File: config.mk
export PLATFORM = sky130hd
export DESIGN_NAME = multihTop
export DESIGN_NICKNAME = d
export VERILOG_FILES = /design/src/rtl/demodPkg.sv /design/src/rtl/cpuRegisters.sv /design/src/rtl/dacOutputMux.sv /design/src/rtl/decisionSelect.sv /design/src/rtl/multihTop.sv /design/src/rtl/padRegisters.sv /design/src/rtl/resetStretcher.sv
export SDC_FILE = /design/constraint.sdc
export NUM_CORES = 1
export LEC_CHECK = 0
export ABC_AREA = 1
export ABC_CLOCK_PERIOD_IN_PS = 4000
export BUFFER_PORTS_ARGS = -buffer_cell sky130_fd_sc_hd__clkbuf_2
export CAP_MARGIN = 10
export CORE_MARGIN = 2
export CORE_UTILIZATION = 48
export CTS_BUF_LIST = sky130_fd_sc_hd__clkbuf_2
export DETAILED_ROUTE_END_ITERATION = 12
export GPL_TIMING_DRIVEN = 0
export PLACE_DENSITY = 0.78
export SLEW_MARGIN = 0
export SYNTH_ARGS = -nofsm -noshare
export SYNTH_HDL_FRONTEND = slang
export SYNTH_HIERARCHICAL = 1
export SYNTH_SLANG_ARGS = --single-unit
File: constraint.sdc
create_clock -name ck933 -period 4 [get_ports ck933]
set_input_delay 0.8 -clock ck933 [delete_from_list [all_inputs] [get_ports ck933]]
set_output_delay 0.8 -clock ck933 [all_outputs]
set_load 0.005 [all_outputs]
File: src/rtl/demodPkg.sv
// Shared codes and bus layouts; mode, DAC-select and address values must match the processor map
package demodPkg;

  // **************************************************
  // Widths
  // **************************************************
  localparam int AddrWidth  = 12;   // Processor byte address
  localparam int DataWidth  = 16;   // Processor data bus
  localparam int TapWidth   = 18;   // Trellis tap word
  localparam int DacWidth   = 14;   // Converter resolution
  localparam int PhErrWidth = 8;

  // **************************************************
  // Codes
  // **************************************************
  // Demod mode
  localparam logic [3:0] ModeAuqpsk = 4'h5;
  localparam logic [3:0] ModeMultih = 4'h7;

  // DAC source selects that pick a trellis tap
  localparam logic [3:0] DacTrellisI     = 4'h8;
  localparam logic [3:0] DacTrellisQ     = 4'h9;
  localparam logic [3:0] DacTrellisPherr = 4'ha;
  localparam logic [3:0] DacTrellisIndex = 4'hb;

  // Misc space is marked by the upper eight address bits
  localparam int               MiscSpaceLsb = 4;
  localparam logic [7:0]       MiscSpace    = 8'h0f;
  localparam logic [AddrWidth-1:0] MiscReset   = 12'h0f0;   // Write only
  localparam logic [AddrWidth-1:0] MiscVersion = 12'h0f4;   // Bit 1 picks the half

  // **************************************************
  // Bundles
  // **************************************************
  typedef struct packed {
    logic                 csN;
    logic                 rdN;
    logic                 wrN;
    logic [AddrWidth-1:0] addr;
  } cpuBusT;

  // One trellis tap and the strobe that qualifies it
  typedef struct packed {
    logic [TapWidth-1:0] data;
    logic                sync;
  } trellisTapT;

  typedef struct packed {
    logic i;
    logic q;
    logic symEn;     // Symbol rate enable
    logic sym2xEn;   // Twice symbol rate
  } symbolT;

  typedef struct packed {
    logic [PhErrWidth-1:0] value;
    logic                  en;
    logic                  valid;
  } phaseErrT;

  // Mode decoded once at the pads
  typedef struct packed {
    logic multih;
    logic auqpsk;
  } modeFlagsT;

endpackage

File: src/rtl/cpuRegisters.sv
// Misc space only; read data is combinational from addr and the soft reset is the only write
`timescale 1ns/1ps

module cpuRegisters #(
  parameter logic [demodPkg::DataWidth-1:0] VER_NUMBER = 16'h0124
) (
  input  logic                           ck933,
  input  logic                           rs,
  input  demodPkg::cpuBusT               bus_i,
  output logic [demodPkg::DataWidth-1:0] dataRd_o,
  output logic                           readEn_o,
  output logic                           softReset_o
);

  localparam int Dw = demodPkg::DataWidth;
  localparam int Aw = demodPkg::AddrWidth;

  logic            miscSpace;
  logic            versionHit;
  logic            resetWrite;
  logic [2*Dw-1:0] miscWord;   // Two halves picked by addr bit 1

  // **************************************************
  // Address decode
  // **************************************************
  assign miscSpace  = (bus_i.addr[Aw-1:demodPkg::MiscSpaceLsb] == demodPkg::MiscSpace);
  // Word decode where bit 1 only selects the half
  assign versionHit = (bus_i.addr[Aw-1:2] == demodPkg::MiscVersion[Aw-1:2]);

  assign miscWord = versionHit ? {VER_NUMBER, {Dw{1'b0}}} : '0;

  // **************************************************
  // Read data
  // **************************************************
  always_comb begin
    if (!miscSpace) begin
      dataRd_o = '0;   // Nothing else mapped
    end else if (bus_i.addr[1]) begin
      dataRd_o = miscWord[2*Dw-1:Dw];
    end else begin
      dataRd_o = miscWord[Dw-1:0];
    end
  end

  assign readEn_o = !bus_i.csN && !bus_i.rdN;

  // **************************************************
  // Soft reset write
  // **************************************************
  assign resetWrite = !bus_i.csN && !bus_i.wrN && (bus_i.addr == demodPkg::MiscReset);

  // One cycle strobe per sampled write
  always_ff @(posedge ck933 or posedge rs) begin
    if (rs) begin
      softReset_o <= 1'b0;
    end else begin
      softReset_o <= resetWrite;
    end
  end

endmodule

File: src/rtl/dacOutputMux.sv
// One DAC channel; trellis taps used only in multih mode, DAC_WIDTH must not exceed the tap width
`timescale 1ns/1ps

module dacOutputMux #(
  parameter int DAC_WIDTH = demodPkg::DacWidth
) (
  input  logic                 ck933,
  input  logic                 rs,
  input  logic [3:0]           select_i,
  input  demodPkg::modeFlagsT  mode_i,
  input  logic [DAC_WIDTH-1:0] passData_i,
  input  demodPkg::trellisTapT tap_i,
  output logic [DAC_WIDTH-1:0] dac_o
);

  logic [3:0]           selectR;    // Lines up with the pad-registered data
  logic                 trellisSel;
  logic [DAC_WIDTH-1:0] stageVal;
  logic                 stageSync;

  always_comb begin
    case (selectR)
      demodPkg::DacTrellisI,
      demodPkg::DacTrellisQ,
      demodPkg::DacTrellisPherr,
      demodPkg::DacTrellisIndex: trellisSel = mode_i.multih;
      default:                   trellisSel = 1'b0;
    endcase
  end

  // **************************************************
  // Source select and sync-gated load
  // **************************************************
  always_ff @(posedge ck933 or posedge rs) begin
    if (rs) begin
      selectR   <= '0;
      stageVal  <= '0;
      stageSync <= 1'b0;
      dac_o     <= '0;
    end else begin
      selectR <= select_i;
      if (trellisSel) begin
        stageVal  <= tap_i.data[demodPkg::TapWidth-1 -: DAC_WIDTH];   // Top bits of the tap
        stageSync <= tap_i.sync;
      end else begin
        stageVal  <= passData_i;
        stageSync <= 1'b1;   // Pass-through loads every cycle
      end
      if (stageSync) begin
        // Offset binary for the converter
        dac_o <= {~stageVal[DAC_WIDTH-1], stageVal[DAC_WIDTH-2:0]};
      end
    end
  end

endmodule

File: src/rtl/decisionSelect.sv
// Inputs are pad-registered; legacy path gets one extra stage, AUQPSK Q override is combinational
`timescale 1ns/1ps

module decisionSelect (
  input  logic                ck933,
  input  logic                rs,
  input  demodPkg::modeFlagsT mode_i,
  input  demodPkg::symbolT    trellisDec_i,
  input  demodPkg::symbolT    legacySym_i,
  input  logic                auSymClk_i,
  input  logic                qDataRaw_i,
  output logic                doutI_o,
  output logic                doutQ_o,
  output logic                coutI_o,
  output logic                coutQ_o,
  output logic                symEn_o,
  output logic                sym2xEn_o
);

  demodPkg::symbolT legacyDly;   // Extra legacy stage
  demodPkg::symbolT decOut;

  // **************************************************
  // Source select
  // **************************************************
  always_ff @(posedge ck933 or posedge rs) begin
    if (rs) begin
      legacyDly <= '0;
      decOut    <= '0;
    end else begin
      legacyDly <= legacySym_i;
      if (mode_i.multih) begin
        decOut <= trellisDec_i;
      end else begin
        decOut <= legacyDly;
      end
    end
  end

  assign doutI_o   = decOut.i;
  assign coutI_o   = decOut.symEn;   // Symbol clock to the I pin
  assign symEn_o   = decOut.symEn;
  assign sym2xEn_o = decOut.sym2xEn;

  // AUQPSK carries raw Q on its own clock
  assign doutQ_o = mode_i.auqpsk ? qDataRaw_i : decOut.q;
  assign coutQ_o = mode_i.auqpsk ? auSymClk_i : decOut.symEn;

endmodule

File: src/rtl/multihTop.sv
// Glue around external trellis cores; DAC_WIDTH must equal the package DAC width, no tristate bus
`timescale 1ns/1ps

module multihTop #(
  parameter logic [demodPkg::DataWidth-1:0] VER_NUMBER    = 16'h0124,
  parameter int                             RESET_STRETCH = 5,
  parameter int                             DAC_WIDTH     = demodPkg::DacWidth
) (
  input  logic                           ck933,
  input  logic                           rs,
  // Processor bus
  input  demodPkg::cpuBusT               bus_i,
  output logic [demodPkg::DataWidth-1:0] dataRd_o,
  output logic                           readEn_o,
  // DAC channels
  input  logic [3:0]                     dac0Select_i,
  input  logic [3:0]                     dac1Select_i,
  input  logic [3:0]                     dac2Select_i,
  input  logic [demodPkg::DacWidth-1:0]  dac0Data_i,
  input  logic [demodPkg::DacWidth-1:0]  dac1Data_i,
  input  logic [demodPkg::DacWidth-1:0]  dac2Data_i,
  input  demodPkg::trellisTapT           trellisTap0_i,
  input  demodPkg::trellisTapT           trellisTap1_i,
  input  demodPkg::trellisTapT           trellisTap2_i,
  output logic [DAC_WIDTH-1:0]           dac0_o,
  output logic [DAC_WIDTH-1:0]           dac1_o,
  output logic [DAC_WIDTH-1:0]           dac2_o,
  output logic                           dacRst_o,
  // Mode, decisions and feedback
  input  logic [3:0]                     demodMode_i,
  input  demodPkg::symbolT               trellisDec_i,
  input  demodPkg::symbolT               legacySym_i,
  input  logic                           auSymClk_i,
  input  demodPkg::phaseErrT             phaseErr_i,
  output demodPkg::phaseErrT             phaseErr_o,
  output logic                           doutI_o,
  output logic                           doutQ_o,
  output logic                           coutI_o,
  output logic                           coutQ_o,
  output logic                           symEn_o,
  output logic                           sym2xEn_o
);

  logic [2:0][demodPkg::DacWidth-1:0] dacDataR;
  demodPkg::trellisTapT [2:0]         trellisTapR;
  demodPkg::symbolT                   trellisDecR;
  demodPkg::symbolT                   legacySymR;
  demodPkg::modeFlagsT                modeFlags;
  logic                               auSymClkR;
  logic                               qDataRaw;
  logic                               softReset;
  logic                               coreReset;

  // **************************************************
  // Pads and processor space
  // **************************************************
  padRegisters u_pads (
    .ck933(ck933), .rs(rs), .demodMode_i(demodMode_i),
    .dacData_i({dac2Data_i, dac1Data_i, dac0Data_i}),
    .trellisTap_i({trellisTap2_i, trellisTap1_i, trellisTap0_i}),
    .trellisDec_i(trellisDec_i), .legacySym_i(legacySym_i), .auSymClk_i(auSymClk_i),
    .phaseErr_i(phaseErr_i), .dacData_o(dacDataR), .trellisTap_o(trellisTapR),
    .trellisDec_o(trellisDecR), .legacySym_o(legacySymR), .auSymClk_o(auSymClkR),
    .qDataRaw_o(qDataRaw), .mode_o(modeFlags), .phaseErr_o(phaseErr_o)
  );

  cpuRegisters #(.VER_NUMBER(VER_NUMBER)) u_cpuRegs (
    .ck933(ck933), .rs(rs), .bus_i(bus_i),
    .dataRd_o(dataRd_o), .readEn_o(readEn_o), .softReset_o(softReset)
  );

  resetStretcher #(.RESET_STRETCH(RESET_STRETCH)) u_resetStretch (
    .ck933(ck933), .rs(rs), .softReset_i(softReset), .coreReset_o(coreReset)
  );

  assign dacRst_o = coreReset;   // Converter reset pin

  // **************************************************
  // Output pipelines, cleared by either reset
  // **************************************************
  dacOutputMux #(.DAC_WIDTH(DAC_WIDTH)) u_dac0 (
    .ck933(ck933), .rs(rs | coreReset), .select_i(dac0Select_i), .mode_i(modeFlags),
    .passData_i(dacDataR[0]), .tap_i(trellisTapR[0]), .dac_o(dac0_o)
  );

  dacOutputMux #(.DAC_WIDTH(DAC_WIDTH)) u_dac1 (
    .ck933(ck933), .rs(rs | coreReset), .select_i(dac1Select_i), .mode_i(modeFlags),
    .passData_i(dacDataR[1]), .tap_i(trellisTapR[1]), .dac_o(dac1_o)
  );

  dacOutputMux #(.DAC_WIDTH(DAC_WIDTH)) u_dac2 (
    .ck933(ck933), .rs(rs | coreReset), .select_i(dac2Select_i), .mode_i(modeFlags),
    .passData_i(dacDataR[2]), .tap_i(trellisTapR[2]), .dac_o(dac2_o)
  );

  decisionSelect u_decSel (
    .ck933(ck933), .rs(rs | coreReset), .mode_i(modeFlags),
    .trellisDec_i(trellisDecR), .legacySym_i(legacySymR),
    .auSymClk_i(auSymClkR), .qDataRaw_i(qDataRaw),
    .doutI_o(doutI_o), .doutQ_o(doutQ_o), .coutI_o(coutI_o), .coutQ_o(coutQ_o),
    .symEn_o(symEn_o), .sym2xEn_o(sym2xEn_o)
  );

endmodule

File: src/rtl/padRegisters.sv
// All inputs reclocked once on ck933; only demodMode decoder; phase error takes two cycles pin to pin
`timescale 1ns/1ps

module padRegisters (
  input  logic                                       ck933,
  input  logic                                       rs,
  input  logic [3:0]                                 demodMode_i,
  input  logic [2:0][demodPkg::DacWidth-1:0]         dacData_i,
  input  demodPkg::trellisTapT [2:0]                 trellisTap_i,
  input  demodPkg::symbolT                           trellisDec_i,
  input  demodPkg::symbolT                           legacySym_i,
  input  logic                                       auSymClk_i,
  input  demodPkg::phaseErrT                         phaseErr_i,
  output logic [2:0][demodPkg::DacWidth-1:0]         dacData_o,
  output demodPkg::trellisTapT [2:0]                 trellisTap_o,
  output demodPkg::symbolT                           trellisDec_o,
  output demodPkg::symbolT                           legacySym_o,
  output logic                                       auSymClk_o,
  output logic                                       qDataRaw_o,
  output demodPkg::modeFlagsT                        mode_o,
  output demodPkg::phaseErrT                         phaseErr_o
);

  demodPkg::phaseErrT phaseErrIn;   // First stage of the feedback

  // **************************************************
  // Input reclock
  // **************************************************
  always_ff @(posedge ck933 or posedge rs) begin
    if (rs) begin
      dacData_o    <= '0;
      trellisTap_o <= '0;
      trellisDec_o <= '0;
      legacySym_o  <= '0;
      auSymClk_o   <= 1'b0;
      mode_o       <= '0;
    end else begin
      dacData_o    <= dacData_i;
      trellisTap_o <= trellisTap_i;
      trellisDec_o <= trellisDec_i;
      legacySym_o  <= legacySym_i;
      auSymClk_o   <= auSymClk_i;
      mode_o.multih <= (demodMode_i == demodPkg::ModeMultih);
      mode_o.auqpsk <= (demodMode_i == demodPkg::ModeAuqpsk);
    end
  end

  // Raw Q for the AUQPSK override
  assign qDataRaw_o = legacySym_o.q;

  // **************************************************
  // Phase error feedback
  // **************************************************
  always_ff @(posedge ck933 or posedge rs) begin
    if (rs) begin
      phaseErrIn <= '0;
      phaseErr_o <= '0;
    end else begin
      phaseErrIn <= phaseErr_i;   // Pad in
      phaseErr_o <= phaseErrIn;   // Pad out
    end
  end

endmodule

File: src/rtl/resetStretcher.sv
// Core reset rises two edges after the strobe and lasts RESET_STRETCH+1 cycles; RESET_STRETCH 1 to 8
`timescale 1ns/1ps

module resetStretcher #(
  parameter int RESET_STRETCH = 5
) (
  input  logic ck933,
  input  logic rs,
  input  logic softReset_i,
  output logic coreReset_o
);

  logic       sync0;
  logic       sync1;
  logic [2:0] stretchCnt;   // Down-counter after the sync chain

  always_ff @(posedge ck933 or posedge rs) begin
    if (rs) begin
      sync0       <= 1'b0;
      sync1       <= 1'b0;
      stretchCnt  <= '0;
      coreReset_o <= 1'b0;
    end else begin
      sync0 <= softReset_i;
      sync1 <= sync0;
      if (sync1) begin
        stretchCnt <= 3'(RESET_STRETCH - 1);   // A new request restarts the count
      end else if (stretchCnt != 0) begin
        stretchCnt <= stretchCnt - 3'd1;
      end
      // Held from the first sync stage until the count runs out
      coreReset_o <= sync0 | sync1 | (stretchCnt != 0);
    end
  end

endmodule
### Word level (Yosys, flattened, before mapping)

Cells that the tools add are included.

* register bits: 244
* input port bits: 151
* output and inout bits: 76
* word-level logic and storage cells: 103

* bitwise operators: 6
* $add $sub $neg: 1
* eq/ne operators: 17
* mux-type cells: 17
* reduce and logical (&&, ||, !) cells: 11

Operators by type and width (number)
* equality test 4 bit (second input constant): 12
* 2-to-1 mux 14 bit: 3
* 2-to-1 mux 16 bit: 2
* 2-to-1 mux 25 bit: 1
* equality test 12 x 8 -> 1 bit (second input constant): 1
* OR reduction 4 bit: 3
* equality test 10 x 6 -> 1 bit (second input constant): 1
* equality test 4 x 3 -> 1 bit (second input constant): 2
* equality test 8 x 4 -> 1 bit (second input constant): 1
* 2-to-1 mux 1 bit: 8
* 2-to-1 mux 3 bit: 2
* 2-to-1 mux 4 bit: 1
* logical AND 1 bit: 3
* zero test 1 bit: 3
* inverter 1 bit: 3
* bitwise OR 1 bit: 3
* nonzero test 3 bit: 1
* subtractor 3 x 1 -> 3 bit (second input constant): 1
* nonzero test 2 bit: 1

### Depth between registers and ports, before layout

Gate-level depths: netlist of the first run.

* depth in word-level cells: 4
* gate-level depth with buffers: 6
* gate-level depth less buffers: 5

### By module

Netlist of the first run, hierarchy kept.

Modules (own cells, without submodules)
* dacOutputMux: instances 3, cells an instance 128, seq. area each 775.7 um2, area each 1218.7 um2
* padRegisters: instances 1, cells an instance 139, seq. area each 3253.1 um2, area each 3295.7 um2
* decisionSelect: instances 1, cells an instance 30, seq. area each 200.2 um2, area each 286.5 um2
* resetStretcher: instances 1, cells an instance 28, seq. area each 150.1 um2, area each 261.5 um2
* cpuRegisters: instances 1, cells an instance 37, seq. area each 25.0 um2, area each 221.5 um2
* multihTop: instances 1, cells an instance 3, seq. area each 0.0 um2, area each 11.3 um2

### Least setup slack after synthesis of the first run

No wires, ideal clock.

* path type: in2out
* start: in bus_i[11] in the netlist's numbering
* end: out dataRd_o[5] in the netlist's numbering
* path buffers: 1
* data required time: 3.200 ns
* arrival time: 1.320 ns
* cell stages on the path: 6
* setup slack: 1.880 ns
* path through: inv_1 nand2_1 nor2_1 nand2_1 nor2_1 buf_4

* word-level cells in the longest chain between the ends: 4
* elaborated cells on any way between the ends: 5
* those cells by class: eq/ne: 2; mux: 3

RTL lines
* start: declaration: line multihTop.sv:12 `input demodPkg::cpuBusT bus_i,`
* equality test 10 x 6 -> 1 bit: line cpuRegisters.sv:28 `assign versionHit = (bus_i.addr[Aw-1:2] == demodPkg::MiscVersion[Aw-1:2]);`
* 2-to-1 mux 25 bit: line cpuRegisters.sv:30 `assign miscWord = versionHit ? {VER_NUMBER, {Dw{1'b0}}} : '0;`
* 2-to-1 mux 16 bit: line cpuRegisters.sv:38 `end else if (bus_i.addr[1]) begin`
* 2-to-1 mux 16 bit (*): line cpuRegisters.sv:36 `if (!miscSpace) begin`
* end: declaration: line multihTop.sv:13 `output logic [demodPkg::DataWidth-1:0] dataRd_o,`

Mark *: on every way between the ends. The rest lies on a longest branch, timed or not.

### Worst setup path after layout of the first run

* start: in bus_i[11] in the netlist's numbering
* end: out dataRd_o[8] in the netlist's numbering

The elaborated chain is that of the path after synthesis.

==> impl_metrics.json, run 1 <==
{
  "outcome": "completed",
  "routed_wl_um": 14800,
  "portBuffers": 195,
  "io_pins": 227,
  "dp_slack_ps": 1660,
  "crit_fanout": 3,
  "drive_above_1_share_pct": 36.6,
  "crit_type": "in2out",
  "whs_ps": 115,
  "detail-route-antenna-nets": 0,
  "skew_ps": 46.4,
  "initial_utilization_pct": 49.1,
  "grt_util_all_layers_pct": 18.8,
  "row_count": 45,
  "antenna_found_initial": 1,
  "synth_area_um2": 7430,
  "maxCapViolCount": 0,
  "fin_ws_ps": 1670,
  "ctsHoldBuffers": 2,
  "avgSynthCellArea_um2": 12.2,
  "ir_drop_mv": 0.249,
  "clock_path_buffers": 3,
  "core_area_um2": 15100,
  "worst_hold_path.num_cells": 1,
  "routed_via_density": 4.54,
  "gp_congestion": 0.843,
  "num_vias": 5026,
  "clk_pin_slew_ps": 100,
  "end_kind": "output port",
  "fin_util_pct": 61.5,
  "cp_data_arrival_time_ps": 1530,
  "ctsResizeCount": 0,
  "fin_crit_sh_pct": 58.2,
  "drc": 0,
  "firstDrtPassIters": 4,
  "maxSlewViolCount": 0,
  "htree_levels": 2,
  "worstRegToRegCells": 5,
  "hold_viol": 0,
  "dp_hpwl_um": 10600,
  "insertion_delay_ps": 780,
  "clock-root-buffer": "clkbuf_2",
  "dieWidth_um": 128,
  "setup_viol": 0,
  "p_leak_uw": 0.00521,
  "routedWlPerCell_um": 13.4,
  "die_area_um2": 16500,
  "yosysWarningCount": 6,
  "cts_tree": "yes",
  "critical_path_required_ps": 3200,
  "finalCriticalPeriod_ps": 2330,
  "fin_nets": 1033,
  "clock-sinks": 226,
  "syn2layout_area_growth_pct": 25.4,
  "startpoint_type": "primary input",
  "first_global_vias": 5090,
  "grt_max_degree": 48,
  "drtIter0Drc": 201,
  "grt.overflow.total": 0,
  "grt_pass1_wl_um": 23900,
  "pwr_density_cell_nw_per_um2": 469,
  "synth_cells": 609,
  "post_cts_buffers": 0,
  "max_freq_ghz": 0.429,
  "die_y_um": 128,
  "rsz0062_at_grt": "false",
  "hp-class": "in2reg",
  "fin_tns_setup_ps": 0,
  "cts_buffers": 55
}
==> worst paths after layout <==
kind	slack [ps]	to	from
min in group asynchronous	480	u_decSel/legacyDly[3]$_DFF_PP0_	u_resetStretch/coreReset_o$_DFF_PP0_
setup reg to reg	2690	u_dac2/stageVal[4]$_DFF_PP0_	u_pads/mode_o[1]$_DFF_PP0_
setup / recovery	1670	dataRd_o[8]	bus_i[11]
hold reg to reg	330	u_pads/phaseErr_o[9]$_DFF_PP0_	u_pads/phaseErrIn[9]$_DFF_PP0_
hold / removal	110	u_pads/dacData_o[9]$_DFF_PP0_	dac0Data_i[9]
max in group asynchronous	2520	u_pads/trellisDec_o[3]$_DFF_PP0_	rs
==> routing by layer <==
layer	GRT usage, %	part of all wire (%)	vias up
li1	-	-	2467
met1	23.5	41	2319
met2	29.7	48	206
met3	5.65	8.0	34
met4	10.3	3.2	0
met5	0	0	-
==> flip-flops by register name, indices dropped and copies added (netlist names), 2 cells and up <==
| name | cells |
|---|---|
| u_dac0/stageVal | 14 |
| u_pads/trellisDec_o | 4 |
| u_pads/phaseErr_o | 10 |
| u_pads/mode_o | 2 |
| u_dac0/selectR | 2 |
| u_dac2/selectR | 2 |
| u_dac2/dac_o | 14 |
| u_dac0/dac_o | 14 |
| u_dac1/selectR | 2 |
| u_dac1/stageVal | 14 |
| u_dac2/stageVal | 14 |
| u_resetStretch/stretchCnt | 3 |
| u_pads/trellisTap_o | 45 |
| u_pads/dacData_o | 42 |
| u_decSel/legacyDly | 4 |
| u_dac1/dac_o | 14 |
| u_pads/phaseErrIn | 10 |
| u_pads/legacySym_o | 3 |
==> worst max-delay path: stages <==
cell and delay, ps:
clkbuf_2 80, inv_1 40, nand2_1 40, nor2_1 80
nand2_1 70, nor2_1 180, buf_4 140, clkbuf_2 100
==> layout by cell type (no fill, tap or decap) <==
master and instances:
clkbuf_2 269, nand2_1 234, dfrtp_1 226, nand4_1 47, buf_4 29, inv_1 21
clkinv_1 17, nor2_1 13, conb_1 13, inv_2 10, buf_2 9, nand3_1 4
clkinv_2 3, nand3_4 3, buf_6 3, o21ai_0 3, buf_16 3, dlygate4sd3_1 2
nand2_2 2, buf_12 2, ha_1 2, diode_2 1, bufinv_16 1, nand3b_1 1
nor2_2 1, inv_4 1
==> per-stage QoR <==
stage,instance area [um2],power (uW),std cells
4_1_cts,9230,4400,1104
3_5_place_dp,8730,2960,1006
2_1_floorplan,7480,2760,621
3_3_place_gp,8690,2930,1004
5_1_grt,9320,4650,1108
6_report,9320,4370,1108
==> final cells by class <==
class                      count  area (um2)
antenna                        1        2.50
buffer                        41         297
clock buffer                  74         370
clock inverter                22         113
fill                        1246        5830
inverter                      31         119
multi-input combinational    323        1410
sequential                   226        5660
tap                          188         235
timing repair buffer         202        1120
==> where the power goes <==
part | switching [uW] | total, uW | internal (uW)
sequential | 53.2 | 2460 | 2410
clock | 848 | 1420 | 568
combinational | 291 | 488 | 197
total | 1190 | 4370 | 3180
No activity file was read; power rests on OpenSTA's default activity.
==> run 2, diff against run 1 <==
--- a/config.mk
+++ b/config.mk
@@ -5,16 +5,16 @@
 export SDC_FILE = /design/constraint.sdc
 export NUM_CORES = 1
 export LEC_CHECK = 0
-export ABC_AREA = 1
-export ABC_CLOCK_PERIOD_IN_PS = 4000
+export ABC_AREA = 0
+export ABC_CLOCK_PERIOD_IN_PS = 2400
 export BUFFER_PORTS_ARGS = -buffer_cell sky130_fd_sc_hd__clkbuf_2
 export CAP_MARGIN = 10
 export CORE_MARGIN = 2
-export CORE_UTILIZATION = 48
+export CORE_UTILIZATION = 53
 export CTS_BUF_LIST = sky130_fd_sc_hd__clkbuf_2
 export DETAILED_ROUTE_END_ITERATION = 12
 export GPL_TIMING_DRIVEN = 0
-export PLACE_DENSITY = 0.78
+export PLACE_DENSITY = 0.82
 export SLEW_MARGIN = 0
 export SYNTH_ARGS = -nofsm -noshare
 export SYNTH_HDL_FRONTEND = slang
==> constraint.sdc (replaced) <==
create_clock -name ck933 -period 2.4 [get_ports ck933]
set_input_delay 0.48 -clock ck933 [delete_from_list [all_inputs] [get_ports ck933]]
set_output_delay 0.48 -clock ck933 [all_outputs]
set_load 0.005 [all_outputs]
==> impl_metrics.json, run 2 <==
{
  "wl_met1_um": 5740,
  "initial_utilization_pct": 54.5,
  "cp_data_arrival_time_ps": 1780,
  "die_y_um": 121,
  "p_int_uw": 5650,
  "die_area_um2": 14700,
  "gp_congestion": 0.737,
  "startpoint_type": "primary input",
  "maxSlewViolCount": 0,
  "regMostFlops": "u_pads/trellisTap_o",
  "drtIter0Drc": 191,
  "p_switching_uw": 1980,
  "clock-root-buffer": "clkbuf_2",
  "ctsResizeCount": 0,
  "finalPower_uw": 7640,
  "core_area_um2": 13300,
  "cts_buffers": 53,
  "ff2ff_setup_slack_ps": 870,
  "hp-class": "in2async",
  "power_frac_comb_pct": 12.1,
  "avgSynthCellArea_um2": 19.1,
  "clock-sinks": 226,
  "whs_ps": 171,
  "worstRegToRegCells": 3,
  "pwr-share-seq_pct": 53.9,
  "max_slew_margin_pct": 43.1,
  "end_kind": "output port",
  "setup_viol": 0,
  "portBuffers": 195,
  "grt_max_degree": 46,
  "clk_pin_slew_ps": 110,
  "crit_fanout": 3,
  "skew_ps": 60.0,
  "detail-route-antenna-nets": 0,
  "dieWidth_um": 121,
  "first_global_vias": 5411,
  "ir_drop_mv": 0.415,
  "routed_via_density": 4.65,
  "dp_cells": 766,
  "max_freq_ghz": 0.443,
  "top_layer": "met4",
  "firstDrtPassIters": 4,
  "htree_levels": 2,
  "drive_above_1_share_pct": 51.2,
  "p_leak_uw": 0.00542,
  "finalCriticalPeriod_ps": 2260,
  "row_count": 42,
  "largest_reg_flops": 45,
  "pwr_density_cell_nw_per_um2": 738,
  "worstSetupStartpoint": "bus_i[9]",
  "outcome": "completed",
  "cts_tree": "yes",
  "insertion_delay_ps": 790,
  "clock_path_buffers": 3,
  "yosysWarningCount": 6,
  "grt_pass1_wl_um": 26400,
  "hold_viol": 0,
  "final_cell_mix": "281 x clkbuf_2, 226 x dfrtp_1, 119 x dlygate4sd3_1, 60 x mux2_2, 28 x mux2_4",
  "num_vias": 4561,
  "antenna_found_initial": 1,
  "grt.overflow.total": 0,
  "synth_cells": 381,
  "drc": 0,
  "reg_top3": "u_pads/trellisTap_o x45, u_pads/dacData_o x42",
  "maxCapViolCount": 0,
  "r2r_start": "u_pads/mode_o[1]$_DFF_PP0_",
  "wl_met3_um": 850,
  "grt_util_all_layers_pct": 23.9,
  "dr_wl_met2_um": 9410,
  "syn2layout_area_growth_pct": 42.1,
  "mostFrequentLayoutCell": "clkbuf_2",
  "routed_wl_um": 16700,
  "r2r-end": "u_dac1/stageVal[9]$_DFF_PP0_",
  "cp-endpoint": "dataRd_o[8]",
  "switching_share_pct": 26.0,
  "rsz0062_at_grt": "false",
  "routedWlPerCell_um": 17.0,
  "fin_crit_sh_pct": 94.1,
  "crit_type": "in2out",
  "dp_hpwl_um": 9290,
  "fin_tns_setup_ps": 0,
  "fin_cells": 981,
  "tightest_slew_ps": 852,
  "clkPwrFrac_pct": 34.0,
  "critical_path_required_ps": 1920,
  "synth_area_um2": 7280,
  "fin_nets": 920,
  "io_pins": 227
}
run 2: critical path, stage by stage:
cell and delay, ps:
clkbuf_2 80, or4_4 520, nor3_1 400, buf_4 190, clkbuf_2 110
run 2: how the worst min path moves through the flow:
stage | slack [ps] | startpoint | to
2_1_floorplan | 210 | rs | u_cpuRegs/softReset_o$_DFF_PP0_
3_3_place_gp | 330 | u_pads/phaseErrIn[8]$_DFF_PP0_ | u_pads/phaseErr_o[8]$_DFF_PP0_
3_5_place_dp | 340 | u_pads/phaseErrIn[0]$_DFF_PP0_ | u_pads/phaseErr_o[0]$_DFF_PP0_
4_1_cts | 60 | rs | u_cpuRegs/softReset_o$_DFF_PP0_
5_1_grt | 100 | rs | u_cpuRegs/softReset_o$_DFF_PP0_
6_report | 170 | rs | u_cpuRegs/softReset_o$_DFF_PP0_
run 2: cell type report:
type / count / area, um2
Antenna cell: 1 / 2.50
Clock buffer: 86 / 430
Multi-Input combinational cell: 132 / 1440
Buffer: 23 / 184
Timing Repair Buffer: 319 / 2290
Clock inverter: 6 / 75.1
Inverter: 12 / 48.8
Sequential cell: 226 / 5660
Fill cell: 783 / 3010
Tap cell: 176 / 220
run 2: layer usage:
metal / GRT usage, % / vias to the layer above
met5: 0 / -
met4: 13.1 / 0
met3: 6.48 / 55
met2: 44.0 / 170
met1: 24.2 / 2299
li1: - / 2037
run 2: power groups by stage:
| stage | Sequential, uW | Combinational [uW] | Clock [uW] |
|---|---|---|---|
| after CTS | 4110 | 853 | 2620 |
| after global placement | 4170 | 637 | 0 |
| after floorplan | 4170 | 401 | 0 |
| after global routing | 4140 | 1020 | 2900 |
| after detailed placement | 4190 | 689 | 0 |
| final | 4120 | 925 | 2590 |
run 2: stage by stage:
stage                     utilization, %  cell area (um2)  setup slack (ps)
final                               77.5            10300               142
after global routing                77.5            10300              97.3
after CTS                           76.8            10300               192
after detailed placement            64.1             8560               181
after global placement              63.8             8520              -171
after floorplan                        -             7320               411
run 2: timing repair:
action                                 in CTS  in global routing
endpoints found under the hold margin     169                  0
hold buffers                              119                  0
buffers inserted                            0                  0
